`src/cpu_pkg.sv`:
```
`default_nettype none

package cpu_pkg;

    ////////////////////////////////////////////////////////////
    // Widths with a meaning
    ////////////////////////////////////////////////////////////
    typedef logic [31:0] word_t;       // Data or instruction word
    typedef logic [31:0] addr_t;       // Byte address
    typedef logic [4:0]  reg_idx_t;
    typedef logic [15:0] seq_t;        // Retirement sequence number
    typedef logic [3:0]  stall_cnt_t;  // Saturating decode stall count
    typedef logic [2:0]  credit_t;

    // Trace records allowed in flight
    localparam credit_t TRACE_CREDITS = 3'd4;

    // Memory sizes in words
    localparam int IMEM_DEPTH = 64;
    localparam int DMEM_DEPTH = 64;

    ////////////////////////////////////////////////////////////
    // RV32I opcodes of the supported subset
    ////////////////////////////////////////////////////////////
    localparam logic [6:0] OP_RTYPE  = 7'b0110011;  // ADD, SUB
    localparam logic [6:0] OP_ITYPE  = 7'b0010011;  // ADDI
    localparam logic [6:0] OP_LOAD   = 7'b0000011;  // LW
    localparam logic [6:0] OP_STORE  = 7'b0100011;  // SW
    localparam logic [6:0] OP_BRANCH = 7'b1100011;  // BEQ

    typedef enum logic {
        alu_add,
        alu_sub
    } alu_op_t;

endpackage

`default_nettype wire

```
`src/pipe_core.sv`:
```
`timescale 1ns/1ns
`default_nettype none

module pipe_core import cpu_pkg::*; (
    input  logic     clk,
    input  logic     rst,
    output addr_t    imem_addr,
    input  word_t    imem_data,
    output addr_t    dmem_addr,
    output word_t    dmem_wdata,
    output logic     dmem_we,
    input  word_t    dmem_rdata,
    output reg_idx_t rs1_idx,
    output reg_idx_t rs2_idx,
    input  word_t    rs1_data,
    input  word_t    rs2_data,
    output reg_idx_t id_rs1,
    output reg_idx_t id_rs2,
    output logic     id_uses_rs2,
    output reg_idx_t ex_rd,
    output logic     ex_we,
    output reg_idx_t mem_rd,
    output logic     mem_we,
    output logic     ex_branch_taken,
    input  logic     stall,
    input  logic     flush,
    input  logic     freeze,
    output logic     wb_valid,
    output addr_t    wb_pc,
    output word_t    wb_instr,
    output logic     wb_we,
    output reg_idx_t wb_rd,
    output word_t    wb_data
);

    addr_t pc_q;
    logic if_id_valid;
    addr_t if_id_pc;
    word_t if_id_instr;
    logic [6:0] opcode;
    reg_idx_t id_rd;
    word_t id_imm;
    alu_op_t id_alu_op;
    logic id_we, id_reads_rs2, id_use_imm, id_is_load, id_is_store, id_is_branch;
    logic id_ex_valid;
    addr_t id_ex_pc;
    word_t id_ex_instr, id_ex_rs1, id_ex_rs2, id_ex_imm;
    reg_idx_t id_ex_rd;
    alu_op_t id_ex_alu_op;
    logic id_ex_we, id_ex_use_imm, id_ex_is_load, id_ex_is_store, id_ex_is_branch;
    word_t ex_operand_b, ex_result;
    addr_t ex_target;
    logic ex_mem_valid;
    addr_t ex_mem_pc;
    word_t ex_mem_instr, ex_mem_result, ex_mem_store_data;
    reg_idx_t ex_mem_rd;
    logic ex_mem_we, ex_mem_is_load, ex_mem_is_store;
    logic mem_wb_valid;
    addr_t mem_wb_pc;
    word_t mem_wb_instr, mem_wb_data;
    reg_idx_t mem_wb_rd;
    logic mem_wb_we;

    ////////////////////////////////////////////////////////////
    // Decode
    ////////////////////////////////////////////////////////////
    assign opcode  = if_id_instr[6:0];
    assign id_rd   = if_id_instr[11:7];
    assign rs1_idx = if_id_instr[19:15];
    assign rs2_idx = if_id_instr[24:20];

    always_comb begin
        id_we        = 1'b0;
        id_reads_rs2 = 1'b0;
        id_use_imm   = 1'b0;
        id_is_load   = 1'b0;
        id_is_store  = 1'b0;
        id_is_branch = 1'b0;
        id_alu_op    = alu_add;
        id_imm       = {{20{if_id_instr[31]}}, if_id_instr[31:20]};  // I-type
        case (opcode)
            OP_RTYPE: begin
                id_we        = 1'b1;
                id_reads_rs2 = 1'b1;
                id_alu_op    = if_id_instr[30] ? alu_sub : alu_add;
            end
            OP_ITYPE: begin
                id_we      = 1'b1;
                id_use_imm = 1'b1;
            end
            OP_LOAD: begin
                id_we      = 1'b1;
                id_use_imm = 1'b1;
                id_is_load = 1'b1;
            end
            OP_STORE: begin
                id_reads_rs2 = 1'b1;
                id_use_imm   = 1'b1;
                id_is_store  = 1'b1;
                id_imm       = {{20{if_id_instr[31]}}, if_id_instr[31:25], if_id_instr[11:7]};
            end
            OP_BRANCH: begin
                id_reads_rs2 = 1'b1;
                id_is_branch = 1'b1;
                id_imm       = {{19{if_id_instr[31]}}, if_id_instr[31], if_id_instr[7],
                                if_id_instr[30:25], if_id_instr[11:8], 1'b0};
            end
            default: ;  // Anything else runs as a no-op
        endcase
        if (id_rd == '0) id_we = 1'b0;
    end

    // Bubbles never ask for a stall
    assign id_rs1      = if_id_valid ? rs1_idx : '0;
    assign id_rs2      = if_id_valid ? rs2_idx : '0;
    assign id_uses_rs2 = if_id_valid && id_reads_rs2;

    ////////////////////////////////////////////////////////////
    // Execute
    ////////////////////////////////////////////////////////////
    assign ex_operand_b    = id_ex_use_imm ? id_ex_imm : id_ex_rs2;
    assign ex_result       = (id_ex_alu_op == alu_sub) ? id_ex_rs1 - ex_operand_b
                                                       : id_ex_rs1 + ex_operand_b;
    assign ex_target       = id_ex_pc + id_ex_imm;
    assign ex_branch_taken = id_ex_valid && id_ex_is_branch && (id_ex_rs1 == id_ex_rs2);
    assign ex_rd  = id_ex_rd;
    assign ex_we  = id_ex_valid && id_ex_we;
    assign mem_rd = ex_mem_rd;
    assign mem_we = ex_mem_valid && ex_mem_we;

    // Control state
    always_ff @(posedge clk) begin
        if (rst) begin
            pc_q         <= '0;
            if_id_valid  <= 1'b0;
            id_ex_valid  <= 1'b0;
            ex_mem_valid <= 1'b0;
            mem_wb_valid <= 1'b0;
        end else if (!freeze) begin
            if (flush) pc_q <= ex_target;      // Target fetched next cycle
            else if (!stall) pc_q <= pc_q + 32'd4;
            if (flush) if_id_valid <= 1'b0;
            else if (!stall) if_id_valid <= 1'b1;
            id_ex_valid  <= if_id_valid && !stall && !flush;  // Bubble on stall or flush
            ex_mem_valid <= id_ex_valid;
            mem_wb_valid <= ex_mem_valid;
        end
    end

    // Payload moves with the valid bits
    always_ff @(posedge clk) begin
        if (!freeze) begin
            if (!stall) begin
                if_id_pc    <= pc_q;
                if_id_instr <= imem_data;
            end
            id_ex_pc        <= if_id_pc;
            id_ex_instr     <= if_id_instr;
            id_ex_rs1       <= rs1_data;
            id_ex_rs2       <= rs2_data;
            id_ex_imm       <= id_imm;
            id_ex_rd        <= id_rd;
            id_ex_we        <= id_we;
            id_ex_alu_op    <= id_alu_op;
            id_ex_use_imm   <= id_use_imm;
            id_ex_is_load   <= id_is_load;
            id_ex_is_store  <= id_is_store;
            id_ex_is_branch <= id_is_branch;
            ex_mem_pc         <= id_ex_pc;
            ex_mem_instr      <= id_ex_instr;
            ex_mem_result     <= ex_result;
            ex_mem_store_data <= id_ex_rs2;
            ex_mem_rd         <= id_ex_rd;
            ex_mem_we         <= id_ex_we;
            ex_mem_is_load    <= id_ex_is_load;
            ex_mem_is_store   <= id_ex_is_store;
            mem_wb_pc    <= ex_mem_pc;
            mem_wb_instr <= ex_mem_instr;
            mem_wb_data  <= ex_mem_is_load ? dmem_rdata : ex_mem_result;
            mem_wb_rd    <= ex_mem_rd;
            mem_wb_we    <= ex_mem_we;
        end
    end

    assign imem_addr  = pc_q;
    assign dmem_addr  = ex_mem_result;
    assign dmem_wdata = ex_mem_store_data;
    assign dmem_we    = ex_mem_valid && ex_mem_is_store && !freeze;

    assign wb_valid = mem_wb_valid;
    assign wb_pc    = mem_wb_pc;
    assign wb_instr = mem_wb_instr;
    assign wb_we    = mem_wb_valid && mem_wb_we && !freeze;  // No write while frozen
    assign wb_rd    = mem_wb_rd;
    assign wb_data  = mem_wb_data;

endmodule

`default_nettype wire

```
`config.mk`:
```
export PLATFORM = sky130hd
export DESIGN_NAME = pipe_core
export DESIGN_NICKNAME = d
export VERILOG_FILES = /design/src/cpu_pkg.sv /design/src/pipe_core.sv
export SDC_FILE = /design/constraint.sdc
export NUM_CORES = 1
export LEC_CHECK = 0
export BUFFER_PORTS_ARGS = -buffer_cell sky130_fd_sc_hd__buf_2
export CAP_MARGIN = 10
export CORE_MARGIN = 2
export CORE_UTILIZATION = 55
export CTS_CLUSTER_DIAMETER = 60
export DETAILED_ROUTE_END_ITERATION = 10
export MAX_ROUTING_LAYER = met4
export PLACE_DENSITY = 0.79
export SLEW_MARGIN = 20
export SYNTH_ARGS = -nofsm -noshare
export SYNTH_HDL_FRONTEND = slang
export SYNTH_SLANG_ARGS = --single-unit
```
`constraint.sdc`:
```
create_clock -name clk -period 23.2 [get_ports clk]
set_input_delay 2.32 -clock clk [delete_from_list [all_inputs] [get_ports clk]]
set_output_delay 2.32 -clock clk [all_outputs]
set_load 0.01 [all_outputs]
```
* Word-level counts from Yosys, hierarchy flattened
Index checks and enable logic that the tools add are counted.
Storage, ports and cells: input port bits 133, register bits after elaboration 490, word-level logic and storage cells 82, output and inout bits 234
Operators by class: reduce and logical (&&, ||, !) cells 20, add/subtract/negate cells 4, muxes and demuxes 17, equal/unequal tests 7, bitwise operators 2
Operator list (number):
- $mux 32 | 5
- $add 32x32->32 | 2
- $add 32x3->32 const B | 1
- $eq 32x32->1 | 1
- $sub 32x32->32 | 1
- $pmux 12 s2 | 1
- $eq 7x6->1 const B | 2
- $logic_and 1x1->1 | 11
- $mux 5 | 2
- $mux 1 | 9
- $reduce_or 3->1 | 3
- $eq 7x2->1 const B | 1
- $eq 7x5->1 const B | 1
- $eq 7x7->1 const B | 1
- $logic_not 5->1 | 1
- $reduce_and 2->1 | 2
- $logic_not 1->1 | 3
- $ne 2x1->1 const B | 1
- $not 1->1 | 2

* Logic depth before layout (Yosys ltp)
Gate-level depths: netlist of run 1.
depth after elaboration 4, gate-level depth with buffers 24, depth with buffers taken out 20

* Least setup slack after synthesis of run 1
Ideal clock, no wire load.
path type input-to-output, from input freeze, to output dmem_we, stages on the path 3, setup slack 10197 ps, data required time 20880 ps, arrival time 10683 ps, buffers on the path 1, cells stage by stage clkbuf_1 > inv_1 > and3_1
Between the ends: word-level cells in the longest chain between the ends 2
RTL lines:
- start, declared | line pipe_core.sv:27 | input logic freeze,
- $logic_not 1->1 | line pipe_core.sv:188 | assign dmem_we = ex_mem_valid && ex_mem_is_store && !freeze;
- $logic_and 1x1->1 | line pipe_core.sv:188
- end, declared | line pipe_core.sv:11 | output logic dmem_we,
No other way between the ends.

* Worst setup path in the final report of run 1
from input freeze, to output wb_we
Between the ends: word-level cells in the longest chain between the ends 2
RTL lines:
- $logic_not 1->1 | line pipe_core.sv:193 | assign wb_we = mem_wb_valid && mem_wb_we && !freeze;
- $logic_and 1x1->1 | line pipe_core.sv:193
- end, declared | line pipe_core.sv:31 | output logic wb_we,
No other way between the ends.

==> flow_summary.toml, run 1 <==
[run_status]
status = "complete, no violations"

[worst_hold_path]
whs_path_depth = 0
hold_path_end = "wb_instr[0]"
hold_start = "ex_mem_instr[0]"
hold_class = "register to register"

[sta]
post-route-worst-setup-slack_ns = 17.50
slew_violations = 0
fmax_mhz = 175
hold_slack_ns = 0.417
period_needed_ns = 5.70
fin_setup_tns_ns = 0
rsz0062_at_grt = "false"
hold_viol = 0
setup_viol = 0
clock_skew_ns = 0.0130
maxSlewHeadroom = 0.285
period_share = 0.246
worst_pin_slew_ns = 1.07

[synthesis]
synth_edf_count = 432
ys_types = 86
synth_compound_area_frac = 0.107
synth-seq-cells = 468
syn-cell-area_sq_um = 20400
synth_cells = 1448
synth-simple-area-share = 0.0778
synth_mux_area_frac = 0.0311
synth_top_family_by_area = "compound AO/OA/AOI/OAI gates"
synth_xor_area_frac = 0.0485
async_reset_ff_frac = 0
synth_ff_type = "edfxtp_1"
synth_area_per_cell_sq_um = 14.1
ys_seq_area_frac = 0.670
syn_nets = 1647
yosysWarnings = 0
synth_fa_ha_area_frac = 0.0412

[global_routing]
grt_first_pass_wirelength_microns = 73900
grt_antenna_before_repair = 5
grt_use_met2 = 0.406
grtUsageMet1 = 0.341
met3_usage = 0.0496
grt_max_degree = 210
overflow = 0
first_global_vias = 12700
track_usage = 0.260
grt_busiest_layer = "met2"

[power_and_ir_drop]
p_per_area_nw_per_um2 = 86.4
peakVddDrop_mv = 0.0628
p_total_mw = 2.08
p_leak_nw = 9.34

[job]
cap_viol_max_count = 0

[clock_tree]
cts_hold_buffers = 0
cts_tree = "done"
clockRootBuffer = "clkbuf_16"
clk_pin_slew_worst_paths_ns = 0.06
cts_resized = 0
clock-sinks = 468
cts.htree.levels = 2
clk_path_buf_depth = 3
cts_setup_buffers = 0
insertion_delay_ns = 0.59
cts_buffers = 48

[placement]
hpwl_microns = 36000
dpl.cell_count = 2223
place_ws_ns = 17.48
portBuffers = 366
place_congestion = 0.932

[route]
drt_wl_total_microns = 49600
dr.pass1.iters = 7
via_per_inst = 5.77
wl_per_cell_microns = 21.4
via_count = 13400
route.detailed.drc = 0
drt-initial-drc-count = 1395
ant_nets = 0

[setup_path]
cp_num_buf_inv = 3
r2r-start = "id_ex_use_imm"
worst-r2r-cell-count = 19
cp.depth = 4
crit_path_cell_trace = "buf_2 > inv_8 > and3_1 > buf_2"
arrival_ns = 3.38
reg2reg_to = "dmem_addr[30]"
r2r_slack_ns = 17.69
cpMaxStageDelayCell = "inv_8"
cp_common_cell = "buf_2"
endpoint_kind = "output port"
cp_data_required_time_ns = 20.88
max_stage_delay_ns = 0.46
critPathKind = "input pin to output port"
crit_family = "buffers and inverters"
crit_fanout = 82
startpoint_type = "input pin"

[cells_and_area]
drive_gt1_frac = 0.286
area_growth_pct = 18.0
final_cells = 2315
nets = 2004
n_fill_cell = 2683

[die]
die_area_sq_um = 38700
start_util = 0.558
io_pins = 367
die_height_microns = 197
core_area_sq_um = 36600
fp-row-count = 70
die_x_microns = 197
## cell usage after synthesis, types with 14 or more instances
cell type	count	area share
ha_1	64	0.039
mux2i_1	14	0.0069
buf_4	26	0.0096
clkbuf_1	35	0.0064
dfxtp_1	36	0.035
and2_1	18	0.0055
a21oi_1	103	0.025
xor2_1	62	0.027
mux2_2	44	0.024
xnor2_1	51	0.022
nand3_1	20	0.0049
nand4_1	17	0.0052
inv_1	31	0.0057
nand2_1	48	0.0088
a21o_1	32	0.012
o21ai_0	57	0.014
nor3_1	36	0.0088
edfxtp_1	432	0.64
a211oi_1	20	0.0074
nor2_1	98	0.018
## cell type report
| type | count | area, sq um | share of cell area |
|---|---|---|---|
| diodes | 5 | 12.5 | 0.000519 |
| clock buffers | 60 | 1290 | 0.0534 |
| clock inverters | 27 | 221 | 0.00919 |
| inverters | 33 | 131 | 0.00545 |
| multi-input cells | 878 | 6250 | 0.259 |
| flip-flops and latches | 468 | 13700 | 0.568 |
| well taps | 468 | 586 | 0.0243 |
| repair buffers | 376 | 1920 | 0.0796 |
## stage by stage
stage	area, sq um	utilization
6_report	24100	0.658
3_3_place_gp	22600	0.617
4_1_cts	24100	0.658
2_1_floorplan	20400	-
5_1_grt	24100	0.658
3_5_place_dp	22600	0.617
## worst max path at each step
| stage | slack, ns | start | endpoint |
|---|---|---|---|
| 2_1_floorplan | 10.20 | freeze | dmem_we |
| 3_3_place_gp | 17.51 | freeze | dmem_we |
| 5_1_grt | 17.30 | id_ex_use_imm | dmem_addr[30] |
| 6_report | 17.50 | freeze | wb_we |
| 4_1_cts | 17.50 | freeze | dmem_we |
| 3_5_place_dp | 17.48 | freeze | wb_we |
## power by group
group | total (mW) | internal (mW) | switching, mW
Clock | 0.736 | 0.419 | 0.317
Sequential | 1.05 | 1.01 | 0.0479
Combinational | 0.293 | 0.123 | 0.170
## layout by cell type, fill, tap and decap left out, types with 20 or more instances in the layout
master,count
buf_2,366
xnor2_1,51
a211oi_1,20
xor2_1,62
nand3_1,20
clkbuf_16,49
nand2_1,48
nor3_1,36
dfxtp_1,36
edfxtp_1,432
ha_1,64
a21oi_1,103
mux2_2,44
inv_1,30
nor2_1,96
a21o_1,32
o21ai_0,57
## cell families (layout without fill, tap and decap cells)
group | count (synthesis) | count (layout)
simple gates | 315 | 315
other cells | 0 | 5
flops | 468 | 468
compound gates | 326 | 326
mux | 58 | 58
buf+inv | 102 | 496
xor+xnor | 113 | 113
fa+ha+maj | 66 | 66
## layer usage
metal,routed length [microns],vias to the layer above
met5,0,-
met4,1780,0
met3,3740,91
met2,23700,605
met1,20400,6404
li1,-,6260
## sequential cells by signal (all words and copies together) (netlist names), 6 cells and up
name          flops
ex_mem_pc        32
ex_mem_instr     32
id_ex_imm         6
dmem_addr        32
id_ex_pc         32
if_id_pc         32
id_ex_instr      32
if_id_instr      32
id_ex_rs1        32
id_ex_rs2        32
wb_instr         32
wb_pc            32
imem_addr        32
dmem_wdata       32
wb_data          32
(Power assumes the default switching activity.)
==> run 2, diff against run 1 <==
- ABC_AREA: default -> 1
- CORE_UTILIZATION: 55 -> 51
- PLACE_DENSITY: 0.79 -> 0.76
- clock period: 23.2 -> 4.55 ns (I/O delays scaled with it)
==> run 2 against run 1 <==
  * Register-to-register slack worse by 17 ns
  * Die area is 13% higher
  * Highest routed layer unchanged
  * Critical path type is now register to register
  * Setup slack worse by 17 ns
  * Largest cell class unchanged
  * Critical endpoint is now dmem_addr[31]
==> flow_summary.toml, run 2 <==
[setup_path]
critical_path.startpoint = "id_ex_use_imm"
cp_num_buf_inv = 3
cp_data_required_time_ns = 4.90
arrival_ns = 4.41
worst-r2r-cell-count = 21
r2r-start = "id_ex_use_imm"
cpMaxStageDelayCell = "edfxtp_1"
critPathKind = "register to register"
crit_fanout = 24
cp.depth = 21
r2r_slack_ns = 0.49
crit_path_cell_trace = "inv_2 > nand2_1 > o21ai_1 > nand2_1 > nor2_2 > nand2_2 > nor2_4 > inv_2 > o21ai_1 > o21ai_1 > xor2_1 > ha_1 > nand2_1 > nor2_1 > nand3_1 > o21ai_0 > nand4_1 > nand2_1 > inv_1 > nand2_1 > nand2_1"
startpoint_type = "register"
endpoint_kind = "register"
crit_family = "simple AND/OR/NAND/NOR gates"
max_stage_delay_ns = 0.43
cp_common_cell = "nand2_1"

[run_status]
status = "complete, no violations"

[cells_and_area]
nets = 2526
area_growth_pct = 19.8
drive_gt1_frac = 0.220
layout_common_cells = "432 x edfxtp_1, 381 x nand2_1, 366 x buf_2, 187 x inv_1, 153 x nor2_1"
n_fill_cell = 3364
final_common_cell = "edfxtp_1"
finalInstanceArea_sq_um = 25700

[die]
start_util = 0.513
die_x_microns = 209
die_height_microns = 209
fp-row-count = 75
die_area_sq_um = 43700
io_pins = 367
core_area_sq_um = 41800

[sta]
hold_viol = 0
slew_violations = 0
fin_setup_tns_ns = 0
rsz0062_at_grt = "false"
maxSlewHeadroom = 0.340
fmax_mhz = 246
setup_viol = 0
worst_pin_slew_ns = 0.987
period_needed_ns = 4.06
clock_skew_ns = 0.0310
period_share = 0.892

[global_routing]
track_usage = 0.285
grt_first_pass_wirelength_microns = 90900
overflow = 0
grt_antenna_before_repair = 1
first_global_vias = 15300
grt_max_degree = 146

[synthesis]
netlist_top_cells_count = "432 x edfxtp_1, 381 x nand2_1, 188 x inv_1"
ys_types = 52
syn-cell-area_sq_um = 21400
syn_nets = 2132
synth_ff_type = "edfxtp_1"
synth_top_area_share = 0.605
synth_edf_count = 432
synth_top_cell_by_area = "edfxtp_1"
synth-seq-cells = 468
synth_cells = 1933
synth.most_common_cell = "edfxtp_1"
synth_area_per_cell_sq_um = 11.1
async_reset_ff_frac = 0
yosysWarnings = 0
synthTopCellsByArea = "edfxtp_1 61%, nand2_1 6.7%, ha_1 3.7%"
ys_seq_area_frac = 0.639

[route]
drt-initial-drc-count = 1511
top_layer = "met4"
via_count = 16000
ant_nets = 0
route.met3.wl_microns = 3890
route.met2.wl_microns = 30100
route.detailed.drc = 0
drt_wl_total_microns = 61200
wirelength_met1_microns = 25400
wl_per_cell_microns = 21.0
via_per_inst = 5.52
dr.pass1.iters = 7

[power_and_ir_drop]
peakVddDrop_mv = 0.328
p_leak_nw = 10.7
p_per_area_nw_per_um2 = 433

[clock_tree]
clock-sinks = 468
clockRootBuffer = "clkbuf_16"
clk_path_buf_depth = 3
cts_tree = "done"
cts_buffers = 50
insertion_delay_ns = 0.62
clk_pin_slew_worst_paths_ns = 0.06
cts_resized = 0
cts.htree.levels = 2

[worst_hold_path]
hold_start = "imem_data[6]"
whs_path_depth = 1
hold_class = "input pin to register"

[placement]
placed_area_sq_um = 23700
hpwl_microns = 46900
place_congestion = 0.951
portBuffers = 366

[job]
cap_viol_max_count = 0
## run 2: per-layer routing
layer	track usage	vias up
li1	-	7532
met1	0.366	7729
met2	0.473	690
met3	0.0379	98
met4	0.0909	0
met5	-	-
## run 2: through the flow
step	total power, mW	utilization	cells	setup slack (ns)	hold WS [ns]
after detailed placement	7.06	0.568	2791	0.562	0.405
final	11.1	0.615	2910	0.493	0.0259
after global placement	7.04	0.568	2791	0.676	0.400
after floorplan	6.41	-	1933	-1.96	0.400
after global routing	11.5	0.615	2909	0.0625	0.00761
after CTS	11.2	0.615	2908	0.521	0.00100
## run 2: kinds of logic after synthesis
logic type                 synth area share
adders and majority gates            0.0392
AOI/OAI and AO/OA                    0.0833
DFF                                   0.639
muxes                                0.0173
xor gates and xnor gates             0.0306
buffers and inverters                0.0496
and+or+nand+nor                       0.141
## run 2: area by class of cell
type                       instances  area (sq um)  area share
sequential                       468         13700       0.533
multi-input combinational       1214          6690       0.261
timing repair buffer             399          2170      0.0847
clock buffer                      55          1270      0.0495
inverter                         194           732      0.0285
tap                              539           674      0.0263
clock inverter                    39           434      0.0169
antenna                            2          5.00    0.000195
## run 2: timing repair
| action | 4_1_cts | 5_1_grt |
|---|---|---|
| setup buffers | 0 | 0 |
| hold endpoints to repair | 23 | 0 |
| hold buffers | 23 | 0 |
## run 2: where the power goes
part	total (mW)	switching [mW]	internal, mW
registers	5.38	0.254	5.13
clock network	4.10	1.75	2.35
logic	1.63	1.05	0.588
## run 2: worst reg2reg max path: cells and delay by family (launching register included)
| kind | cells | cell delay [ns] |
|---|---|---|
| AND/OR/NAND/NOR | 12 | 1.51 |
| AO/OA/AOI/OAI | 4 | 0.93 |
| buffers and inverters | 3 | 0.44 |
| flip-flops | 1 | 0.43 |
| adder cells (fa/ha/maj) | 1 | 0.37 |
| XOR/XNOR | 1 | 0.16 |
## run 2: final timing paths
kind,end
max reg2reg,dmem_addr[31]
max,dmem_addr[31]
min reg2reg,ex_mem_instr[12]
min,if_id_instr[6]
==> run 3, diff against run 2 <==
- BUFFER_PORTS_ARGS: -buffer_cell sky130_fd_sc_hd__buf_2 -> default
- CORE_UTILIZATION: 51 -> 55
- DONT_BUFFER_PORTS: default -> 1
- PLACE_DENSITY: 0.76 -> 0.73
==> run 3 against run 2 <==
  * Non-clock buffer count decreased by 286
  * Combinational power decreased by 18%
  * Critical path depth unchanged
  * Highest routed layer unchanged
==> flow_summary.toml, run 3 (synthesized netlist as in run 2, its figures left out) <==
[cells_and_area]
nets = 2239
finalInstanceArea_sq_um = 24500
area_growth_pct = 14.2
final_util = 0.635
drive_gt1_frac = 0.0751
layout_common_cells = "432 x edfxtp_1, 381 x nand2_1, 187 x inv_1, 153 x nor2_1, 143 x a21oi_1"
n_fill_cell = 3086
final_common_cell = "edfxtp_1"
final_cells = 2598

[global_routing]
overflow = 0
grt_first_pass_wirelength_microns = 88000
grt_max_degree = 134
first_global_vias = 14600
track_usage = 0.300
grt_antenna_before_repair = 4

[route]
drt-initial-drc-count = 1407
via_per_inst = 5.73
ant_nets = 0
wl_per_cell_microns = 22.9
dr.pass1.iters = 6
route.detailed.drc = 0
via_count = 14900
drt_wl_total_microns = 59600

[sta]
period_share = 0.884
worst_pin_slew_ns = 0.947
fmax_mhz = 249
clock_skew_ns = 0.0351
hold_viol = 0
slew_violations = 0
period_needed_ns = 4.02
setup_viol = 0
rsz0062_at_grt = "false"
post-route-worst-setup-slack_ns = 0.527
maxSlewHeadroom = 0.363

[die]
core_area_sq_um = 38600
io_pins = 367
die_area_sq_um = 40600
die_height_microns = 201
die_x_microns = 201
start_util = 0.556
fp-row-count = 72

[clock_tree]
cts_resized = 0
clk_pin_slew_worst_paths_ns = 0.07
cts_setup_buffers = 0
cts.htree.levels = 2
cts_buffers = 49
insertion_delay_ns = 0.60
clockRootBuffer = "clkbuf_16"
clock-sinks = 468
cts_tree = "done"
clk_path_buf_depth = 3

[power_and_ir_drop]
p_leak_nw = 9.50
p_per_area_nw_per_um2 = 440
peakVddDrop_mv = 0.414

[setup_path]
critPathKind = "register to register"
cp_data_required_time_ns = 4.87
endpoint_kind = "register"
arrival_ns = 4.34
crit_fanout = 24
startpoint_type = "register"

[worst_hold_path]
hold_class = "input pin to register"

[job]
cap_viol_max_count = 0

[placement]
place_congestion = 0.947
place_ws_ns = 0.536
hpwl_microns = 44700
dpl.cell_count = 2408
placed_area_sq_um = 21900
portBuffers = 0

[run_status]
status = "complete, no violations"
-- run 3: cell count changes in the layout (fill, tap and decap cells not counted), sizes merged --
cell         change
dlygate4sd3     +76
buf            -362
clkbuf           +5
bufinv           -2
clkinv          -12
inv              +2
diode            +2
-- run 3: timing repair --
item                                    in CTS  in global routing
endpoints found under the setup margin       0                  0
hold endpoints to repair                   103                  0
hold buffers                                99                  0
-- run 3: worst max-delay path: stages (launching register included) --
cell and delay, ns:
edfxtp_1 0.46, inv_2 0.36, nand2_1 0.09, o21ai_1 0.21, nand2_1 0.14, nor2_2 0.15, nand2_2 0.09, nor2_4 0.16
inv_2 0.05, o21ai_1 0.17, o21ai_1 0.11, xor2_1 0.16, ha_1 0.36, nand2_1 0.13, nor2_1 0.23, nand3_1 0.10
o21ai_0 0.44, nand4_1 0.14, nand2_1 0.11, inv_1 0.04, nand2_1 0.05, nand2_1 0.04
-- run 3: layer usage --
layer | GRT usage | up-vias | share of wire
met2 | 0.470 | 752 | 0.47
met4 | 0.0935 | 0 | 0.029
li1 | - | 6961 | -
met5 | - | - | 0
met3 | 0.0753 | 103 | 0.092
met1 | 0.387 | 7065 | 0.41
-- run 3: worst paths after layout --
| kind | start | endpoint | slack, ns | cells past startpoint |
|---|---|---|---|---|
| max | id_ex_use_imm | dmem_addr[31] | 0.53 | 21 |
| min | flush | imem_addr[7] | 0.04 | 2 |
| max reg2reg | id_ex_use_imm | dmem_addr[31] | 0.53 | 21 |
| min reg2reg | ex_mem_instr[12] | wb_instr[12] | 0.40 | 0 |
-- run 3: power by group --
part	internal (mW)	switching, mW
Combinational	0.475	0.858
Sequential	5.13	0.392
Clock	2.24	1.67
-- run 3: layout make-up --
cell class,instances,area (sq um),share of cell area
Clock inverter,27,267,0.0109
Multi-Input combinational cell,1214,6700,0.274
Inverter,194,732,0.0299
Clock buffer,60,1310,0.0534
Sequential cell,468,13700,0.559
Antenna cell,4,10.0,0.000409
Timing Repair Buffer,113,1130,0.0463
Tap cell,518,648,0.0265
-- run 3: stage by stage --
stage,setup TNS [ns],power [mW],hold slack [ns]
2_1_floorplan,-723.37,6.41,0.400
3_3_place_gp,0,6.84,0.401
3_5_place_dp,0,6.86,0.405
4_1_cts,0,10.8,0.00761
5_1_grt,0,11.2,0.0231
6_report,0,10.8,0.0430
